### config.mk
export PLATFORM = sky130hd
export DESIGN_NAME = barrier_unit
export DESIGN_NICKNAME = d
export VERILOG_FILES = /design/src/hw/core_pkg.sv /design/src/hw/barrier_unit.sv
export VERILOG_INCLUDE_DIRS = /design/src /design/src/hw
export SDC_FILE = /design/constraint.sdc
export NUM_CORES = 1
export LEC_CHECK = 0
export ABC_AREA = 1
export BUFFER_PORTS_ARGS = -buffer_cell sky130_fd_sc_hd__buf_2
export CAP_MARGIN = 20
export CORE_MARGIN = 2
export CORE_UTILIZATION = 33
export CTS_CLUSTER_SIZE = 24
export DETAILED_ROUTE_END_ITERATION = 12
export HOLD_SLACK_MARGIN = 0.02
export SYNTH_ARGS = -nofsm -noshare
export SYNTH_HDL_FRONTEND = slang
export SYNTH_SLANG_ARGS = --single-unit
### constraint.sdc
create_clock -name clk -period 0.8 [get_ports clk]
set_input_delay 0.04 -clock clk [delete_from_list [all_inputs] [get_ports clk]]
set_output_delay 0.04 -clock clk [all_outputs]
set_load 0.05 [all_outputs]
### src/hw/core_config.svh
`ifndef CORE_CONFIG_SVH
`define CORE_CONFIG_SVH

// Datapath word width
`define CORE_DATA_W 32

// Instruction word width
`define CORE_INSTR_W 16

// Instruction memory address width, 256 words deep
`define CORE_IMEM_AW 8

// Register file address width, 32 registers
`define CORE_RF_AW 5

// Barrier and barrier mask width
`define CORE_BAR_W 16

// Network widths
`define CORE_ID_W 10
`define CORE_NET_ADDR_W 10

// Core ID used when the top level is not overridden
`define CORE_NET_ID 1

`endif

### src/hw/core_pkg.sv
`default_nettype none

`include "core_config.svh"

package core_pkg;

    // Network packet commands
    typedef enum logic [2:0] {
        NET_NONE  = 3'd0,
        NET_INSTR = 3'd1,
        NET_REG   = 3'd2,
        NET_PC    = 3'd3,
        NET_BAR   = 3'd4
    } net_op_e;

    // One-cycle command word from the network
    typedef struct packed {
        logic [`CORE_ID_W-1:0]       id;
        net_op_e                     op;
        logic [`CORE_NET_ADDR_W-1:0] addr;
        logic [`CORE_DATA_W-1:0]     data;
    } net_packet_t;

    // All-zero word is NOP
    typedef enum logic [4:0] {
        OP_NOP   = 5'd0,
        OP_ADDU  = 5'd1,
        OP_SUBU  = 5'd2,
        OP_AND   = 5'd3,
        OP_OR    = 5'd4,
        OP_MOV   = 5'd5,
        OP_ADDI  = 5'd6,
        OP_BEQZ  = 5'd7,
        OP_BNEQZ = 5'd8,
        OP_BAR   = 5'd9,
        OP_WAIT  = 5'd10
    } opcode_e;

    // Register form, rd op rs
    typedef struct packed {
        opcode_e                opcode;
        logic [`CORE_RF_AW-1:0] rd;
        logic                   spare;
        logic [`CORE_RF_AW-1:0] rs;
    } instr_r_t;

    // Immediate form, used by ADDI and the branches
    typedef struct packed {
        opcode_e                opcode;
        logic [`CORE_RF_AW-1:0] rd;
        logic signed [5:0]      imm;
    } instr_i_t;

    typedef union packed {
        instr_r_t r;
        instr_i_t i;
    } instr_u;

    typedef struct packed {
        logic                     valid;
        logic [`CORE_IMEM_AW-1:0] pc;
        instr_u                   instr;
    } if_id_t;

    typedef struct packed {
        logic                     taken;
        logic [`CORE_IMEM_AW-1:0] target;
    } redirect_t;

    typedef struct packed {
        logic                     en;
        logic [`CORE_IMEM_AW-1:0] addr;
        logic [`CORE_INSTR_W-1:0] instr;
    } imem_wr_t;

    typedef struct packed {
        logic                    en;
        logic [`CORE_RF_AW-1:0]  addr;
        logic [`CORE_DATA_W-1:0] data;
    } rf_wr_t;

    typedef struct packed {
        logic                     en;
        logic [`CORE_IMEM_AW-1:0] pc;
    } pc_start_t;

    typedef struct packed {
        logic                   en;
        logic [`CORE_BAR_W-1:0] value;
    } bar_wr_t;

    typedef logic [`CORE_BAR_W-1:0] barrier_t;

endpackage

`default_nettype wire

### src/hw/barrier_unit.sv
`timescale 1ns/1ps
`default_nettype none

module barrier_unit (
    input  wire                    clk,
    input  wire                    n_reset,
    input  wire core_pkg::bar_wr_t mask_wr_i,
    input  wire core_pkg::bar_wr_t bar_wr_i,
    output core_pkg::barrier_t     barrier_o
);

    import core_pkg::*;

    barrier_t mask_r;
    barrier_t bar_r;

    // Mask from the network, barrier value from BAR in execute
    always_ff @(posedge clk)
    begin
        if (!n_reset)
        begin
            mask_r <= '0;
            bar_r  <= '0;
        end
        else
        begin
            if (mask_wr_i.en)
            begin
                mask_r <= mask_wr_i.value;
            end
            if (bar_wr_i.en)
            begin
                bar_r <= bar_wr_i.value;
            end
        end
    end

    // A 1 in the mask lets that barrier bit through
    assign barrier_o = mask_r & bar_r;

endmodule

`default_nettype wire

# Word level (Yosys, flattened, before mapping)
# Cells that the tools add are included.
# W data, S select, Z words.
# totals
regBits	32
input_bits	36
wordCells	3
# classes
bitwise	1
# op_table
op	n
$and A16 B16 Y16	1

# Depth between registers and ports, before layout
# logic_depth
ltp_word	1
ltp_mapped	4

# Worst setup path after synthesis
# Ideal clock, no wire load.
# synth_path
path_kind	register to output
start	reg mask_r[0]
end	out barrier_o[0]
arrival_ps	657
setup_slack_ps	103
path_stages_with_launch	3
n_path_buf	0
path_cell_list	dfxtp_1 nand2_1 inv_1
# synth_via
elab_chain_cells	1
# synth_lines
element	line_no	rtl
start: declaration	barrier_unit.sv:14	barrier_t mask_r;
start signal: assignment	barrier_unit.sv:29	mask_r <= mask_wr_i.value;
$and A16 B16 Y16	barrier_unit.sv:39	assign barrier_o = mask_r & bar_r;
end: declaration	barrier_unit.sv:9	output core_pkg::barrier_t barrier_o
# No other way between the ends.

# Final worst setup path
# layout_path
start	reg bar_r[1]
end	out barrier_o[1]
# layout_via
elab_chain_cells	1
# layout_lines
element	line_no	rtl
start: declaration	barrier_unit.sv:15	barrier_t bar_r;
start signal: assignment	barrier_unit.sv:33	bar_r <= bar_wr_i.value;
$and A16 B16 Y16	barrier_unit.sv:39	
# No other way between the ends.

==> impl_metrics.yaml <==
drt:
  wire_per_inst_um: 7.932
  wl_um: 2689
  firstDrtPassIters: 4
  ant_nets: 0
  viasPerCell: 3.926
  drt_iter0_markers: 46
  via_count: 1331
  drc: 0
placement:
  routabilityCongestion: 0.6714
  dpl.hpwl_um: 1832
  dp_slack_ns: 0.009105
  place_area_sq_mm: 0.001729
  dp_cells: 329
  io_buffers: 51
synthesis:
  yosys_register_bits: 32
  ys_seq_area_share_pct: 43.57
  ys_warn_count: 0
  synth_area_per_cell_sq_um: 6.310
  synth_top_cell_by_area: "dfxtp_1"
  synth.area.top_cells: "dfxtp_1 (44%), nand2_1 (20%), nor2_1 (16%), inv_1 (12%), buf_6 (6.9%)"
  yosysTopAreaCellShare_pct: 43.57
  syn_inst: 233
  syn_nets: 269
  syn_area_sq_mm: 0.001470
  synth_cell_type_count: 6
cells_and_area:
  final_common_cell: "nand2_1"
  antenna_cells: 0
  postLayoutCellArea_sq_mm: 0.002006
  drive_gt1_share_pct: 36.93
  finish.utilization_pct: 46.38
  final_cell_mix: "nand2_1 (75), nor2_1 (61), inv_1 (43)"
  final_cells: 339
  syn2layout_area_growth_pct: 36.43
  nNetsFinal: 322
clocking:
  htreeDepth: 2
  clockBufferDepth: 2
  postCtsHoldBufs: 0
  cts_inserted_buffers: 5
  path_clk_slew_ns: 0.06
  clock_latency_ns: 0.28
  cts_tree: "yes"
  clock-sinks: 32
  cts_root_buffer: "clkbuf_8"
global_routing:
  gr-total-overflow: 0
  grt_pass1_wl_um: 4912
  antenna_found_initial: 0
  grt_max_degree: 33
  gr-usage-all-layers_pct: 12.21
  grt_pass1_vias: 1237
timing:
  slew_violations: 0
  setup_viol: 16
  fin_crit_sh_pct: 113.6
  fin_ws_ns: -0.1086
  fin_crit_ns: 0.9086
  hold_viol: 0
  setup_tns_ns: -1.537
  worstMarginPinSlew_ns: 0.5363
  finClkSkew_ns: 0
  max_freq_mhz: 1101
  rsz0062_at_grt: "true"
  slew_headroom_pct: 64.25
run_status:
  violations: "negative setup slack"
  status: "complete, but fails checks"
critical_path:
  path_max_fanout: 2
  critical_path_required_ns: 0.76
  crit_chain: "nand2_1, inv_1, buf_6"
  r2r_start: "bar_r[7]"
  cp_slowest_cell: "dfxtp_2"
  critPathKind: "register to primary output"
  crit_arrival_ns: 0.87
  setup.worst_path.end_class: "primary output"
  worst_r2r_path_depth: 3
  max_stage_delay_ns: 0.33
  cp-start-kind: "register"
  critPathLaunch: "bar_r[1]"
hold_path:
  hp-class: "input pin to register"
  min_from: "mask_wr_i[4]"
  min_path_cells: 5
floorplan:
  core_area_sq_mm: 0.004324
  die_w_um: 70.75
  die_y_um: 70.75
  num_rows: 24
  start_util_pct: 34.00
  pin_count: 52
  die_area_sq_mm: 0.005005
power:
  irDropWorstVdd_uv: 796.9
  power.leakage_nw: 1.217
  pwr_density_cell_mw_per_mm2: 1790
job:
  drv_cap: 0
[sequential cells by signal, summed over array words and instances, names as in the netlist]
| register | cells |
|---|---|
| bar_r | 16 |
| mask_r | 16 |
[cell type report]
class | count | area [sq um]
well taps | 52 | 65.06
multi-input cells | 144 | 560.5
inverters | 48 | 180.2
repair buffers | 55 | 429.2
flip-flops and latches | 32 | 680.7
fillers | 489 | 2318
clock buffers | 8 | 90.09
[path summary, 6_finish.rpt]
kind | endpoint | slack [ns]
hold reg to reg | mask_r[2] | 0.46
setup / recovery | barrier_o[1] | -0.11
setup reg to reg | bar_r[7] | 0.13
hold / removal | mask_r[4] | 0.04
[cell usage after synthesis]
library cell and count:
nand2_1 80, nor2_2 3, inv_1 48, buf_6 9
nor2_1 61, dfxtp_1 32
[per-layer routing]
layer,track usage (%),share of wire [%],vias to the layer above
li1,-,-,750
met1,14.40,47,543
met2,19.52,45,31
met3,4.843,6.4,7
met4,5.660,1.6,0
met5,0,0,-
[cell families (layout without fill, tap and decap cells)]
kind of cell,Yosys count,after routing,synth area share [%]
AND/OR/NAND/NOR,144,144,37.28
flip-flops,32,32,43.57
buffers and inverters,57,111,19.15
[power breakdown]
group	switching (mW)	total [mW]	leakage (nW)	internal [mW]
Clock	0.532	1.23	0.0455	0.700
Combinational	0.322	0.571	0.897	0.249
Sequential	0.0586	1.79	0.275	1.73
Total	0.913	3.59	1.22	2.68
[what timing repair did]
| item | in CTS | in global routing |
|---|---|---|
| resized for setup | 64 | 15 |
| setup endpoints to repair | 16 | 16 |
| buffers inserted | 0 | 2 |
| pin swaps | 3 | 7 |
[per-stage QoR]
step / hold WS (ns) / total power [mW]
after CTS: 0.03206 / 3.636
after floorplan: 0.1604 / 2.173
after detailed placement: 0.3290 / 2.318
final: 0.04196 / 3.591
after global routing: 0.04490 / 3.832
after global placement: 0.3211 / 2.312
[worst max-delay path: cells and delay by family, from the launching register on]
kind                   cells  cell delay (ns)
buffers and inverters      2             0.21
and+or+nand+nor            1             0.05
DFF                        1             0.33
Power figures use the tool's default switching activity.
