--- src/hw/core_config.svh ---
`ifndef CORE_CONFIG_SVH
`define CORE_CONFIG_SVH

// Datapath word width
`define CORE_DATA_W 32

// Instruction word width
`define CORE_INSTR_W 16

// Instruction memory address width, 256 words deep
`define CORE_IMEM_AW 8

// Register file address width, 32 registers
`define CORE_RF_AW 5

// Barrier and barrier mask width
`define CORE_BAR_W 16

// Network widths
`define CORE_ID_W 10
`define CORE_NET_ADDR_W 10

// Core ID used when the top level is not overridden
`define CORE_NET_ID 1

`endif

--- src/hw/core_pkg.sv ---
`default_nettype none

`include "core_config.svh"

package core_pkg;

    // Network packet commands
    typedef enum logic [2:0] {
        NET_NONE  = 3'd0,
        NET_INSTR = 3'd1,
        NET_REG   = 3'd2,
        NET_PC    = 3'd3,
        NET_BAR   = 3'd4
    } net_op_e;

    // One-cycle command word from the network
    typedef struct packed {
        logic [`CORE_ID_W-1:0]       id;
        net_op_e                     op;
        logic [`CORE_NET_ADDR_W-1:0] addr;
        logic [`CORE_DATA_W-1:0]     data;
    } net_packet_t;

    // All-zero word is NOP
    typedef enum logic [4:0] {
        OP_NOP   = 5'd0,
        OP_ADDU  = 5'd1,
        OP_SUBU  = 5'd2,
        OP_AND   = 5'd3,
        OP_OR    = 5'd4,
        OP_MOV   = 5'd5,
        OP_ADDI  = 5'd6,
        OP_BEQZ  = 5'd7,
        OP_BNEQZ = 5'd8,
        OP_BAR   = 5'd9,
        OP_WAIT  = 5'd10
    } opcode_e;

    // Register form, rd op rs
    typedef struct packed {
        opcode_e                opcode;
        logic [`CORE_RF_AW-1:0] rd;
        logic                   spare;
        logic [`CORE_RF_AW-1:0] rs;
    } instr_r_t;

    // Immediate form, used by ADDI and the branches
    typedef struct packed {
        opcode_e                opcode;
        logic [`CORE_RF_AW-1:0] rd;
        logic signed [5:0]      imm;
    } instr_i_t;

    typedef union packed {
        instr_r_t r;
        instr_i_t i;
    } instr_u;

    typedef struct packed {
        logic                     valid;
        logic [`CORE_IMEM_AW-1:0] pc;
        instr_u                   instr;
    } if_id_t;

    typedef struct packed {
        logic                     taken;
        logic [`CORE_IMEM_AW-1:0] target;
    } redirect_t;

    typedef struct packed {
        logic                     en;
        logic [`CORE_IMEM_AW-1:0] addr;
        logic [`CORE_INSTR_W-1:0] instr;
    } imem_wr_t;

    typedef struct packed {
        logic                    en;
        logic [`CORE_RF_AW-1:0]  addr;
        logic [`CORE_DATA_W-1:0] data;
    } rf_wr_t;

    typedef struct packed {
        logic                     en;
        logic [`CORE_IMEM_AW-1:0] pc;
    } pc_start_t;

    typedef struct packed {
        logic                   en;
        logic [`CORE_BAR_W-1:0] value;
    } bar_wr_t;

    typedef logic [`CORE_BAR_W-1:0] barrier_t;

endpackage

`default_nettype wire

--- src/hw/net_loader.sv ---
`timescale 1ns/1ps
`default_nettype none

`include "core_config.svh"

module net_loader #(
    parameter logic [`CORE_ID_W-1:0] NET_ID = `CORE_NET_ID
)
(
    input  wire                        clk,
    input  wire                        n_reset,
    input  wire core_pkg::net_packet_t net_packet_i,
    input  wire                        wait_retired_i,
    output core_pkg::imem_wr_t         imem_wr_o,
    output core_pkg::rf_wr_t           rf_wr_o,
    output core_pkg::pc_start_t        start_o,
    output core_pkg::bar_wr_t          mask_wr_o,
    output logic                       run_o,
    output logic                       idle_o
);

    import core_pkg::*;

    logic id_match;
    logic run_r;

    // Packet addressed to this core
    assign id_match = (net_packet_i.id == NET_ID);

    // Loads and start only while idle, the mask at any time
    assign imem_wr_o.en    = id_match && (net_packet_i.op == NET_INSTR) && !run_r;
    assign imem_wr_o.addr  = net_packet_i.addr[`CORE_IMEM_AW-1:0];
    assign imem_wr_o.instr = net_packet_i.data[`CORE_INSTR_W-1:0];

    assign rf_wr_o.en   = id_match && (net_packet_i.op == NET_REG) && !run_r;
    assign rf_wr_o.addr = net_packet_i.addr[`CORE_RF_AW-1:0];
    assign rf_wr_o.data = net_packet_i.data;

    assign start_o.en = id_match && (net_packet_i.op == NET_PC) && !run_r;
    assign start_o.pc = net_packet_i.addr[`CORE_IMEM_AW-1:0];

    assign mask_wr_o.en    = id_match && (net_packet_i.op == NET_BAR);
    assign mask_wr_o.value = net_packet_i.data[`CORE_BAR_W-1:0];

    // IDLE/RUN state, run_r high means RUN
    always_ff @(posedge clk)
    begin
        if (!n_reset)
        begin
            run_r <= 1'b0;
        end
        else if (start_o.en)
        begin
            run_r <= 1'b1;
        end
        else if (wait_retired_i)
        begin
            // WAIT reached writeback, nothing older is left
            run_r <= 1'b0;
        end
    end

    assign run_o  = run_r;
    assign idle_o = !run_r;

endmodule

`default_nettype wire

--- config.mk ---
export PLATFORM = sky130hd
export DESIGN_NAME = net_loader
export DESIGN_NICKNAME = d
export VERILOG_FILES = /design/src/hw/core_pkg.sv /design/src/hw/net_loader.sv
export VERILOG_INCLUDE_DIRS = /design/src /design/src/hw
export SDC_FILE = /design/constraint.sdc
export NUM_CORES = 1
export LEC_CHECK = 0
export ABC_CLOCK_PERIOD_IN_PS = 1750
export CAP_MARGIN = 20
export CORE_AREA = 5 5 55 57
export DETAILED_ROUTE_END_ITERATION = 6
export DIE_AREA = 0 0 60 62
export DONT_BUFFER_PORTS = 1
export RECOVER_POWER = 25
export SETUP_SLACK_MARGIN = 0.05
export SYNTH_ARGS = -nofsm -noshare
export SYNTH_HDL_FRONTEND = slang
export SYNTH_SLANG_ARGS = --single-unit
--- constraint.sdc ---
create_clock -name clk -period 1.75 [get_ports clk]
set_clock_uncertainty 0.2 [all_clocks]
set_input_delay 0.175 -clock clk [delete_from_list [all_inputs] [get_ports clk]]
set_output_delay 0.175 -clock clk [all_outputs]
set_load 0.01 [all_outputs]
# --- Word level (Yosys, flattened, before mapping) ---
# Index checks and enable logic that the tools add are counted.
op_classes:
  n_reduce_logical: 9
  n_eq_ne: 5
  mux: 2
op_table:
  columns: ["operator", "count"]
  rows:
  - ["10-bit by 1-bit == test with 1-bit output, second input constant", 1]
  - ["1-bit logical AND", 7]
  - ["3-bit by 2-bit == test with 1-bit output, second input constant", 2]
  - ["3-bit by 1-bit == test with 1-bit output, second input constant", 1]
  - ["3-bit == test, second input constant", 1]
  - ["1-bit 2-to-1 mux", 2]
  - ["2-bit nonzero test", 1]
  - ["1-bit logical NOT", 1]
totals:
  inputBits: 58
  regBits: 1
  output_inout_bits: 91
  word_cells: 17

# --- Longest topological paths before layout ---
depth:
  depth_word: 4
  ltp_mapped: 3
  depth_no_buf: 3

# --- Least setup slack after synthesis ---
# Ideal clock, no wire load.
synth_path:
  path_type: "input-to-output"
  from: "input net_packet_i[52] in the netlist's numbering"
  to: "output imem_wr_o[24] in the netlist's numbering"
  required_time_ns: 1.375
  slack_ns: 0.434
  cell_stages: 3
  path_buffers: 0
  t_arrival_ns: 0.941
  path_cell_list: "nor4_4 -> nand4_1 -> nor3b_1"
synth_rtl:
  columns: ["element", "line_no", "text"]
  rows:
  - ["start, declared", "net_loader.sv:12", "input wire core_pkg::net_packet_t net_packet_i,"]
  - ["end, declared", "net_loader.sv:14", "output core_pkg::imem_wr_t imem_wr_o,"]

==> metrics.txt <==
total negative slack=0 ns; Die Footprint=3720 sq um; standard-cell rows=18; Core Region=2430 sq um; Post-DP Area=185 sq um; DRC Markers=0; Post-CTS Setup Inserts=0; Hold Path Depth=1; r2r startpoint=run_o; Final Non-Filler Cells=45; worst-skew pair later-pin latency=0 ns; endpoints failing setup=0; gr usage total=0.0437; Ports=149; min Tclk post-route=1.39 ns; Int Power=28.8 uW; final slew viol count=0; Psw=2.20 uW; post-layout net count=75; hold_sp=n_reset; status=finished clean; final cycle utilization of the critical path=0.796; via/cell ratio=4.78; layout cell share with drive strength beyond 1=0.200; final instance area=185 sq um; maximum clock rate=718 MHz; Post-Route WL=967 um; RSZ-0062 raised after global routing=false; Worst Tran Pin Value=0.386 ns; cts repair resizes=0; wire per inst=21.5 um; Synth Area per Inst=7.86 sq um; syn_nets=158; YS warnings=0; initial antenna violation count=0; R2R depth=3; first-pass GRT wire length=1260 um; synth unique cells=13; Worst EP required=1.37 ns; area grow syn2layout=-76.4%; Synth area leader=buf_4; initial DRC count=2; Reg power frac=0.750; Clock Power Share=0; die width=60 um; filler cell count=292; Antenna Nets Post-Route=0; most frequent cells in the layout=nor4_4 (2), nor2_1 (2), nor3b_1 (2); Worst-path clk slew=0 ns; Max FO, Critical Path=3; leak pwr=0.0323 nW; # port buffers=0; combinational share of power=0.250; number of synthesized register bits=1; total chip power=31.0 uW; worst rel slew slack=0.742; vias in the first global route=247; largest net degree at the start of global routing=5; Crit. Startpoint=net_packet_i[52]; Worst Setup Start Kind=input port; Power Density=168 nW/um^2; GP Congestion=0.641; mapped cell area=786 sq um; total of max-cap violations=0; drt pass-1 iters=2; largest cells by area after synthesis=buf_4 (81%), nor4_4 (5.4%), dfxtp_1 (2.5%); Cells after Synth=100; Hold WC Path Type=in2reg; kind of critical path=in2out; initial core utilization=0.323; Worst Path Arrival=1.02 ns; Max VDD drop=0.106 mV; # diodes=0; total number of vias=215; Congestion Overflow GR=0; dpl hpwl=844 um; final hold vios=0; sequential element share of the synthesized area=0.0255; cts hold-fix bufs=0; CP endpoint kind=primary output; height of the die=62 um; sw frac=0.0708; Yosys top cell area share=0.812; dpl cells=45; max reg flops=1
power groups by stage:
stage | clock (mW) | combinational [mW] | sequential, mW
finish | 0 | 0.00775 | 0.0233
global route | 0 | 0.00808 | 0.0233
CTS | 0 | 0.00770 | 0.0233
detailed placement | 0 | 0.00767 | 0.0233
global placement | 0 | 0.00749 | 0.0233
floorplan | 0 | 0.207 | 0.0233
critical path, cell delays in order:
cell and delay [ns]:
nor4_4 0.29, nand4_1 0.16, nor3b_1 0.39
path summary, 6_finish.rpt:
check / endpoint / slack (ns)
setup / recovery: imem_wr_o[24] / 0.36
hold / removal: run_o / 0.1
setup reg to reg: run_o / 0.37
hold reg to reg: run_o / 0.56
cells in the mapped netlist, drive strengths merged:
cell type,count
nor2,2
o21a,1
buf,85
nor2b,1
nor4b,1
nor3b,2
nand3,1
dfxtp,1
nor4bb,1
nor4,2
and4,1
nand4,1
inv,1
logic make-up after synthesis:
logic type,after synthesis,synth area share
AO/OA/AOI/OAI,1,0.00956
buffers and inverters,86,0.817
flip-flops,1,0.0255
AND/OR/NAND/NOR,12,0.148
final cells by class:
class | instances | area, sq um | share of cell area
well taps | 30 | 37.5 | 0.203
flip-flops and latches | 1 | 20.0 | 0.108
inverters | 1 | 3.75 | 0.0203
multi-input cells | 13 | 124 | 0.669
layer usage:
layer  vias up  part of all wire  track usage
li1         61                 -            -
met1        69             0.089      0.00857
met2        59              0.44       0.0772
met3        26              0.31       0.0434
met4         0              0.16       0.0759
met5         -                 0            0
through the flow:
step | hold slack, ns | setup WS (ns) | util
6_report | 0.0986 | 0.357 | 0.0761
5_1_grt | 0.122 | 0.244 | 0.0761
4_1_cts | 0.104 | 0.353 | 0.0761
3_5_place_dp | 0.102 | 0.357 | 0.0761
3_3_place_gp | 0.0942 | 0.346 | 0.0761
2_1_floorplan | 0.0925 | 0.434 | -
No activity file was read; power rests on OpenSTA's default activity.
