### config.mk
export PLATFORM = sky130hd
export DESIGN_NAME = fetch_stage
export DESIGN_NICKNAME = d
export VERILOG_FILES = /design/src/hw/core_pkg.sv /design/src/hw/fetch_stage.sv
export VERILOG_INCLUDE_DIRS = /design/src /design/src/hw
export SDC_FILE = /design/constraint.sdc
export NUM_CORES = 2
export LEC_CHECK = 0
export BUFFER_PORTS_ARGS = -buffer_cell sky130_fd_sc_hd__buf_2
export CORE_MARGIN = 4
export CORE_UTILIZATION = 45
export CTS_BUF_LIST = sky130_fd_sc_hd__clkbuf_4 sky130_fd_sc_hd__clkbuf_8
export DETAILED_ROUTE_END_ITERATION = 8
export PLACE_DENSITY_LB_ADDON = 0.1
export SYNTH_ARGS = -nofsm -noshare
export SYNTH_HDL_FRONTEND = slang
export SYNTH_SLANG_ARGS = --single-unit
### constraint.sdc
create_clock -name clk -period 2.8 [get_ports clk]
set_input_delay 0.28 -clock clk [delete_from_list [all_inputs] [get_ports clk]]
set_output_delay 0.28 -clock clk [all_outputs]
set_load 0.005 [all_outputs]
### src/hw/core_config.svh
`ifndef CORE_CONFIG_SVH
`define CORE_CONFIG_SVH

// Datapath word width
`define CORE_DATA_W 32

// Instruction word width
`define CORE_INSTR_W 16

// Instruction memory address width, 256 words deep
`define CORE_IMEM_AW 8

// Register file address width, 32 registers
`define CORE_RF_AW 5

// Barrier and barrier mask width
`define CORE_BAR_W 16

// Network widths
`define CORE_ID_W 10
`define CORE_NET_ADDR_W 10

// Core ID used when the top level is not overridden
`define CORE_NET_ID 1

`endif

### src/hw/core_pkg.sv
`default_nettype none

`include "core_config.svh"

package core_pkg;

    // Network packet commands
    typedef enum logic [2:0] {
        NET_NONE  = 3'd0,
        NET_INSTR = 3'd1,
        NET_REG   = 3'd2,
        NET_PC    = 3'd3,
        NET_BAR   = 3'd4
    } net_op_e;

    // One-cycle command word from the network
    typedef struct packed {
        logic [`CORE_ID_W-1:0]       id;
        net_op_e                     op;
        logic [`CORE_NET_ADDR_W-1:0] addr;
        logic [`CORE_DATA_W-1:0]     data;
    } net_packet_t;

    // All-zero word is NOP
    typedef enum logic [4:0] {
        OP_NOP   = 5'd0,
        OP_ADDU  = 5'd1,
        OP_SUBU  = 5'd2,
        OP_AND   = 5'd3,
        OP_OR    = 5'd4,
        OP_MOV   = 5'd5,
        OP_ADDI  = 5'd6,
        OP_BEQZ  = 5'd7,
        OP_BNEQZ = 5'd8,
        OP_BAR   = 5'd9,
        OP_WAIT  = 5'd10
    } opcode_e;

    // Register form, rd op rs
    typedef struct packed {
        opcode_e                opcode;
        logic [`CORE_RF_AW-1:0] rd;
        logic                   spare;
        logic [`CORE_RF_AW-1:0] rs;
    } instr_r_t;

    // Immediate form, used by ADDI and the branches
    typedef struct packed {
        opcode_e                opcode;
        logic [`CORE_RF_AW-1:0] rd;
        logic signed [5:0]      imm;
    } instr_i_t;

    typedef union packed {
        instr_r_t r;
        instr_i_t i;
    } instr_u;

    typedef struct packed {
        logic                     valid;
        logic [`CORE_IMEM_AW-1:0] pc;
        instr_u                   instr;
    } if_id_t;

    typedef struct packed {
        logic                     taken;
        logic [`CORE_IMEM_AW-1:0] target;
    } redirect_t;

    typedef struct packed {
        logic                     en;
        logic [`CORE_IMEM_AW-1:0] addr;
        logic [`CORE_INSTR_W-1:0] instr;
    } imem_wr_t;

    typedef struct packed {
        logic                    en;
        logic [`CORE_RF_AW-1:0]  addr;
        logic [`CORE_DATA_W-1:0] data;
    } rf_wr_t;

    typedef struct packed {
        logic                     en;
        logic [`CORE_IMEM_AW-1:0] pc;
    } pc_start_t;

    typedef struct packed {
        logic                   en;
        logic [`CORE_BAR_W-1:0] value;
    } bar_wr_t;

    typedef logic [`CORE_BAR_W-1:0] barrier_t;

endpackage

`default_nettype wire

### src/hw/fetch_stage.sv
`timescale 1ns/1ps
`default_nettype none

`include "core_config.svh"

module fetch_stage (
    input  wire                      clk,
    input  wire                      n_reset,
    input  wire                      run_i,
    input  wire core_pkg::pc_start_t start_i,
    input  wire core_pkg::imem_wr_t  imem_wr_i,
    input  wire core_pkg::redirect_t redirect_i,
    output core_pkg::if_id_t         if_id_o
);

    import core_pkg::*;

    localparam int IMEM_DEPTH = 1 << `CORE_IMEM_AW;

    logic [`CORE_INSTR_W-1:0] imem [IMEM_DEPTH];
    logic [`CORE_IMEM_AW-1:0] pc_r;
    logic                     hold_r;
    logic                     wait_in_id;
    logic                     issue;
    if_id_t                   if_id_r;

    // WAIT just fetched and now sitting in decode
    assign wait_in_id = if_id_r.valid && (if_id_r.instr.r.opcode == OP_WAIT);

    // Issue a real fetch only when running and nothing blocks it
    assign issue = run_i && !hold_r && !wait_in_id && !redirect_i.taken;

    // Next PC, start first, then redirect, then sequential
    always_ff @(posedge clk)
    begin
        if (!n_reset)
        begin
            pc_r <= '0;
        end
        else if (start_i.en)
        begin
            pc_r <= start_i.pc;
        end
        else if (redirect_i.taken)
        begin
            pc_r <= redirect_i.target;
        end
        else if (issue)
        begin
            pc_r <= pc_r + 1'b1;
        end
    end

    // Hold after WAIT until redirected or back in IDLE
    always_ff @(posedge clk)
    begin
        if (!n_reset)
        begin
            hold_r <= 1'b0;
        end
        else if (redirect_i.taken || !run_i)
        begin
            hold_r <= 1'b0;
        end
        else if (wait_in_id)
        begin
            hold_r <= 1'b1;
        end
    end

    // Valid bit of IF/ID, a redirect kills the wrong-path fetch
    always_ff @(posedge clk)
    begin
        if (!n_reset)
        begin
            if_id_r.valid <= 1'b0;
        end
        else
        begin
            if_id_r.valid <= issue;
        end
    end

    // Instruction memory, network write port and synchronous read
    always_ff @(posedge clk)
    begin
        if (imem_wr_i.en)
        begin
            imem[imem_wr_i.addr] <= imem_wr_i.instr;
        end
        if_id_r.instr <= imem[pc_r];
        if_id_r.pc    <= pc_r;
    end

    assign if_id_o = if_id_r;

endmodule

`default_nettype wire

* Yosys cells after proc, flatten, opt, wreduce, memory -nomap -nowiden
Memory sizes are Yosys's and may differ from the RTL's. A register that Yosys moved wholly into a read port is not among the register bits. Cells that the tools add are included.
Cells by class: div/mod/pow operators 0, reductions and logical operators 11, eq/ne operators 1, $lt $le $gt $ge 0, bitwise gates (word level) 1, $add $sub $neg 1, shift operators 0, multipliers 0, multiplexer cells 5
Operators with widths (count):
- two-way mux 8 bit | 3
- adder 8 x 1 -> 8 bit (second input constant) | 1
- == test 5 x 4 -> 1 bit (second input constant) | 1
- logical AND 1 bit | 4
- logical NOT 1 bit | 4
- nonzero test 3 bit | 1
- two-way mux 1 bit | 2
- OR reduction 2 bit | 1
- logical OR 1 bit | 1
- inverter 1 bit | 1
Word-level totals: word-level logic and storage cells 24, input bits 46, bits in registers 18, bits in read-only memories 0, output and inout port bits 25, memories 1, latch bits 0, bits in writable memories 4096
Memories:
- imem | words 256, bits a word 16, rd ports 1, clocked after Yosys merged registers in 1, write ports 1, line fetch_stage.sv:20 | logic [`CORE_INSTR_W-1:0] imem [IMEM_DEPTH];

* Longest topological paths before layout
depth in word-level cells 8, gate-level depth with buffers 13, depth with buffers taken out 6

* Worst setup path before layout
No wires, ideal clock.
path type register -> register, from register pc_r[0], to register if_id_o[7] (netlist name), data arrival time 2.392 ns, setup time 0.117 ns, slack 0.290 ns, cell stages (with the launch flop) 10, data required time 2.683 ns, cells stage by stage dfxtp_1 > buf_6 > buf_12 > buf_6 > buf_6 > buf_2 > mux4_2 > a221oi_1 > a31oi_1 > a32o_1
RTL lines:
- start: declaration | line fetch_stage.sv:21 | logic [`CORE_IMEM_AW-1:0] pc_r;
- start signal: assignment | line fetch_stage.sv:42 | pc_r <= start_i.pc;
- start signal: assignment | line fetch_stage.sv:46 | pc_r <= redirect_i.target;
- start signal: assignment | line fetch_stage.sv:50 | pc_r <= pc_r + 1'b1;

==> run summary <==
Worst Reg-to-Reg Cells -> 11
Commonest non-fill, non-tap cell in the layout -> edfxtp_1
Sequential cell area fraction in the yosys report -> 0.7787
Hpwl dp -> 329700 um
PortBufs -> 70
Syn avg cell area -> 21.79 um2
Max transition margin -> 0.3260
Worst vdd ir -> 0.5193 mV
Reg-to-Reg Start -> pc_r[0]
Worst R2R Setup Slack -> -0.51 ns
Initial antenna violation count -> 38
Area contributors post-synth -> edfxtp_1 77%, mux4_2 13%, mux2i_1 2.6%, a22oi_1 0.70%, nor2_1 0.70%
Fmax -> 302.0 MHz
Crit-path slowest cell -> o21ai_0
Gr usage total -> 0.2825
Worst EP arrival -> 4.38 ns
Failing checks -> negative setup slack
Most frequent cells in the layout -> 4096 x edfxtp_1, 1025 x buf_4, 893 x mux4_2
CP max FO -> 10
Flops & latches, synth -> 4130
Remaining Overflow, GRT -> 0
Pwr Density -> 684.0 nW/um2
Root Buffer Master -> clkbuf_8
Final hold slack -> 0.07476 ns
Leakage power -> 61.97 nW
Yosys warnings -> 0
Final setup margin -> -0.5108 ns
CTS buffer count -> 678
Main synth FF type -> edfxtp_1
Worst Setup Path Type -> register to register
Placed cell count -> 12900
Async SR Flop Fraction -> 0
Share of cells above drive strength 1 -> 0.3830
Hold wc startpoint -> imem_wr_i[6]
RSZ-0062 raised after global routing -> true
Die area -> 362500 um2
Layout overhead on the synthesized area -> 21.05%
Clk buf depth -> 4
Crit. End Element -> register
Clock net sink count -> 4130
TritonCTS clock tree -> done
Vias per inst -> 6.061
Fin. max-slew vios -> 0
Leading area contributor after synthesis -> edfxtp_1
# H-tree levels -> 6
Slew @ Worst Pin -> 1.011 ns
Clk_skew -> 0.05966 ns
EDFF count, synth -> 4096
Crit start category -> register
Final core occ -> 0.5485
Vias in the first global route -> 85810
MaxCap Viol Count -> 0
Placed Area -> 176200 um2
Antenna-violating nets left -> 0
CTS clk-pin slew, worst paths -> 0.06 ns
Drt wl/cell -> 36.34 um
Largest net degree at the start of global routing -> 125
Worst Path Required -> 3.87 ns
Drt drc -> 0
Hold crit path type -> primary input to register
Hold depth -> 2
Design Area, Final -> 192300 um2
Pre-antenna DRT Iters -> 6
Mapped cell area -> 158800 um2
Synth top area share -> 0.7744
Hold EP -> imem[140][6]
Status -> finished, violations left
Die width -> 602.1 um
# IOs -> 71
Number of setup violations in the final report -> 16
Tmin final -> 3.311 ns
Post-synth cell types -> 77
Nets -> 9106
Clk_lat worst skew -> 1.25 ns
Syn Nets -> 7335
Die Y -> 602.1 um
Worst r2r dst -> if_id_o[4]
Post-place setup slack -> -1.288 ns
Slowest Stage Delay on Critical Path -> 0.60 ns
Initial Util -> 0.4531
Core area -> 350500 um2
Final WL -> 520700 um
RD Place Congestion -> 0.8965
Starting DRT DRC Count -> 11610
Via total after detailed routing -> 86850
Final Cycle Share -> 1.182
Final Hold Viols -> 0
Core Rows -> 217
CP Cell Sequence -> buf_12 -> buf_16 -> buf_16 -> buf_4 -> mux4_2 -> mux2_2 -> o21ai_0 -> nor4_1 -> a211oi_1 -> buf_4 -> o32ai_1
Synthesized instance count -> 7288
Fin cells -> 14330
First-pass GRT wire length -> 710200 um
## worst max-delay path, delay by kind of cell (launching register included)
kind / cells / cell delay (ns)
compound gates: 3 / 0.94
flops: 1 / 0.38
buf+inv: 5 / 0.80
mux: 2 / 0.82
simple gates: 1 / 0.19
## cells in the mapped netlist, drive strengths merged, types with 58 or more instances
| master | number |
|---|---|
| o21ai | 80 |
| mux2i | 406 |
| mux4 | 893 |
| nand3 | 58 |
| nand2 | 168 |
| edfxtp | 4096 |
| a21oi | 148 |
| a22oi | 149 |
| a221oi | 84 |
| buf | 254 |
| clkbuf | 179 |
| nor2 | 298 |
## metrics by stage
stage	total power, mW	TNS, ns
2_1_floorplan	74.10	0
3_3_place_gp	80.64	-13.92
3_5_place_dp	80.73	-13.94
4_1_cts	132.1	-4.982
5_1_grt	135.7	-6.599
6_report	131.5	-6.097
## state kept, by name, summed over array words and instances, names as in the netlist
register  count
if_id_o      25
imem       4096
pc_r          8
hold_r        1
## kinds of logic (layout without fill, tap and decap cells)
logic type               after synthesis  after routing  synth area share
flip-flops                          4130           4130            0.7787
AO/OA/AOI/OAI                        751            751           0.03331
multiplexers                        1312           1312            0.1531
adder cells (fa/ha/maj)                1              1        0.00007877
buffers and inverters                443           2752           0.01661
XOR/XNOR                               7              7         0.0003860
other                                  0             24                 0
AND/OR/NAND/NOR                      644            644           0.01775
## layout make-up
| cell class | count | area, um2 |
|---|---|---|
| Antenna cell | 24 | 60.06 |
| Clock buffer | 930 | 11310 |
| Clock inverter | 288 | 1684 |
| Fill cell | 26950 | 158300 |
| Inverter | 10 | 50.05 |
| Multi-Input combinational cell | 2715 | 33680 |
| Sequential cell | 4130 | 123700 |
| Tap cell | 4708 | 5891 |
| Timing Repair Buffer | 1524 | 15870 |
## what timing repair did
item / 4_1_cts / 5_1_grt
gates resized for setup: 159 / 57
pin swaps: 15 / 21
endpoints found under the hold margin: 4958 / 0
setup buffers: 37 / 57
setup endpoints to repair: 17 / 17
cloned: 4 / 7
hold buffers: 82 / 0
## layer usage
layer  vias to the layer above  GRT usage  routed length (um)
met2                      4694     0.4321              238700
met4                         0     0.1041               22300
met1                     46750     0.4037              209100
met3                       844    0.05882               50720
li1                      34560          -                   -
met5                         -          0                   0
## where the power goes
group	switching, mW	internal (mW)
clock network	24.2	27.0
registers	0.293	68.2
logic	7.06	4.76
total	31.5	100
## worst max path at each step
stage / from / end / slack, ns / depth (start not counted)
final: pc_r[0] / if_id_o[4] / -0.51 / 11
after global routing: pc_r[0] / if_id_o[10] / -0.52 / 12
after CTS: pc_r[0] / if_id_o[8] / -0.45 / 11
after detailed placement: pc_r[0] / if_id_o[8] / -1.29 / 10
after global placement: pc_r[0] / if_id_o[8] / -1.32 / 10
after floorplan: pc_r[0] / if_id_o[7] / 0.29 / 9
Note: power is estimated with default switching activity, not from simulation.
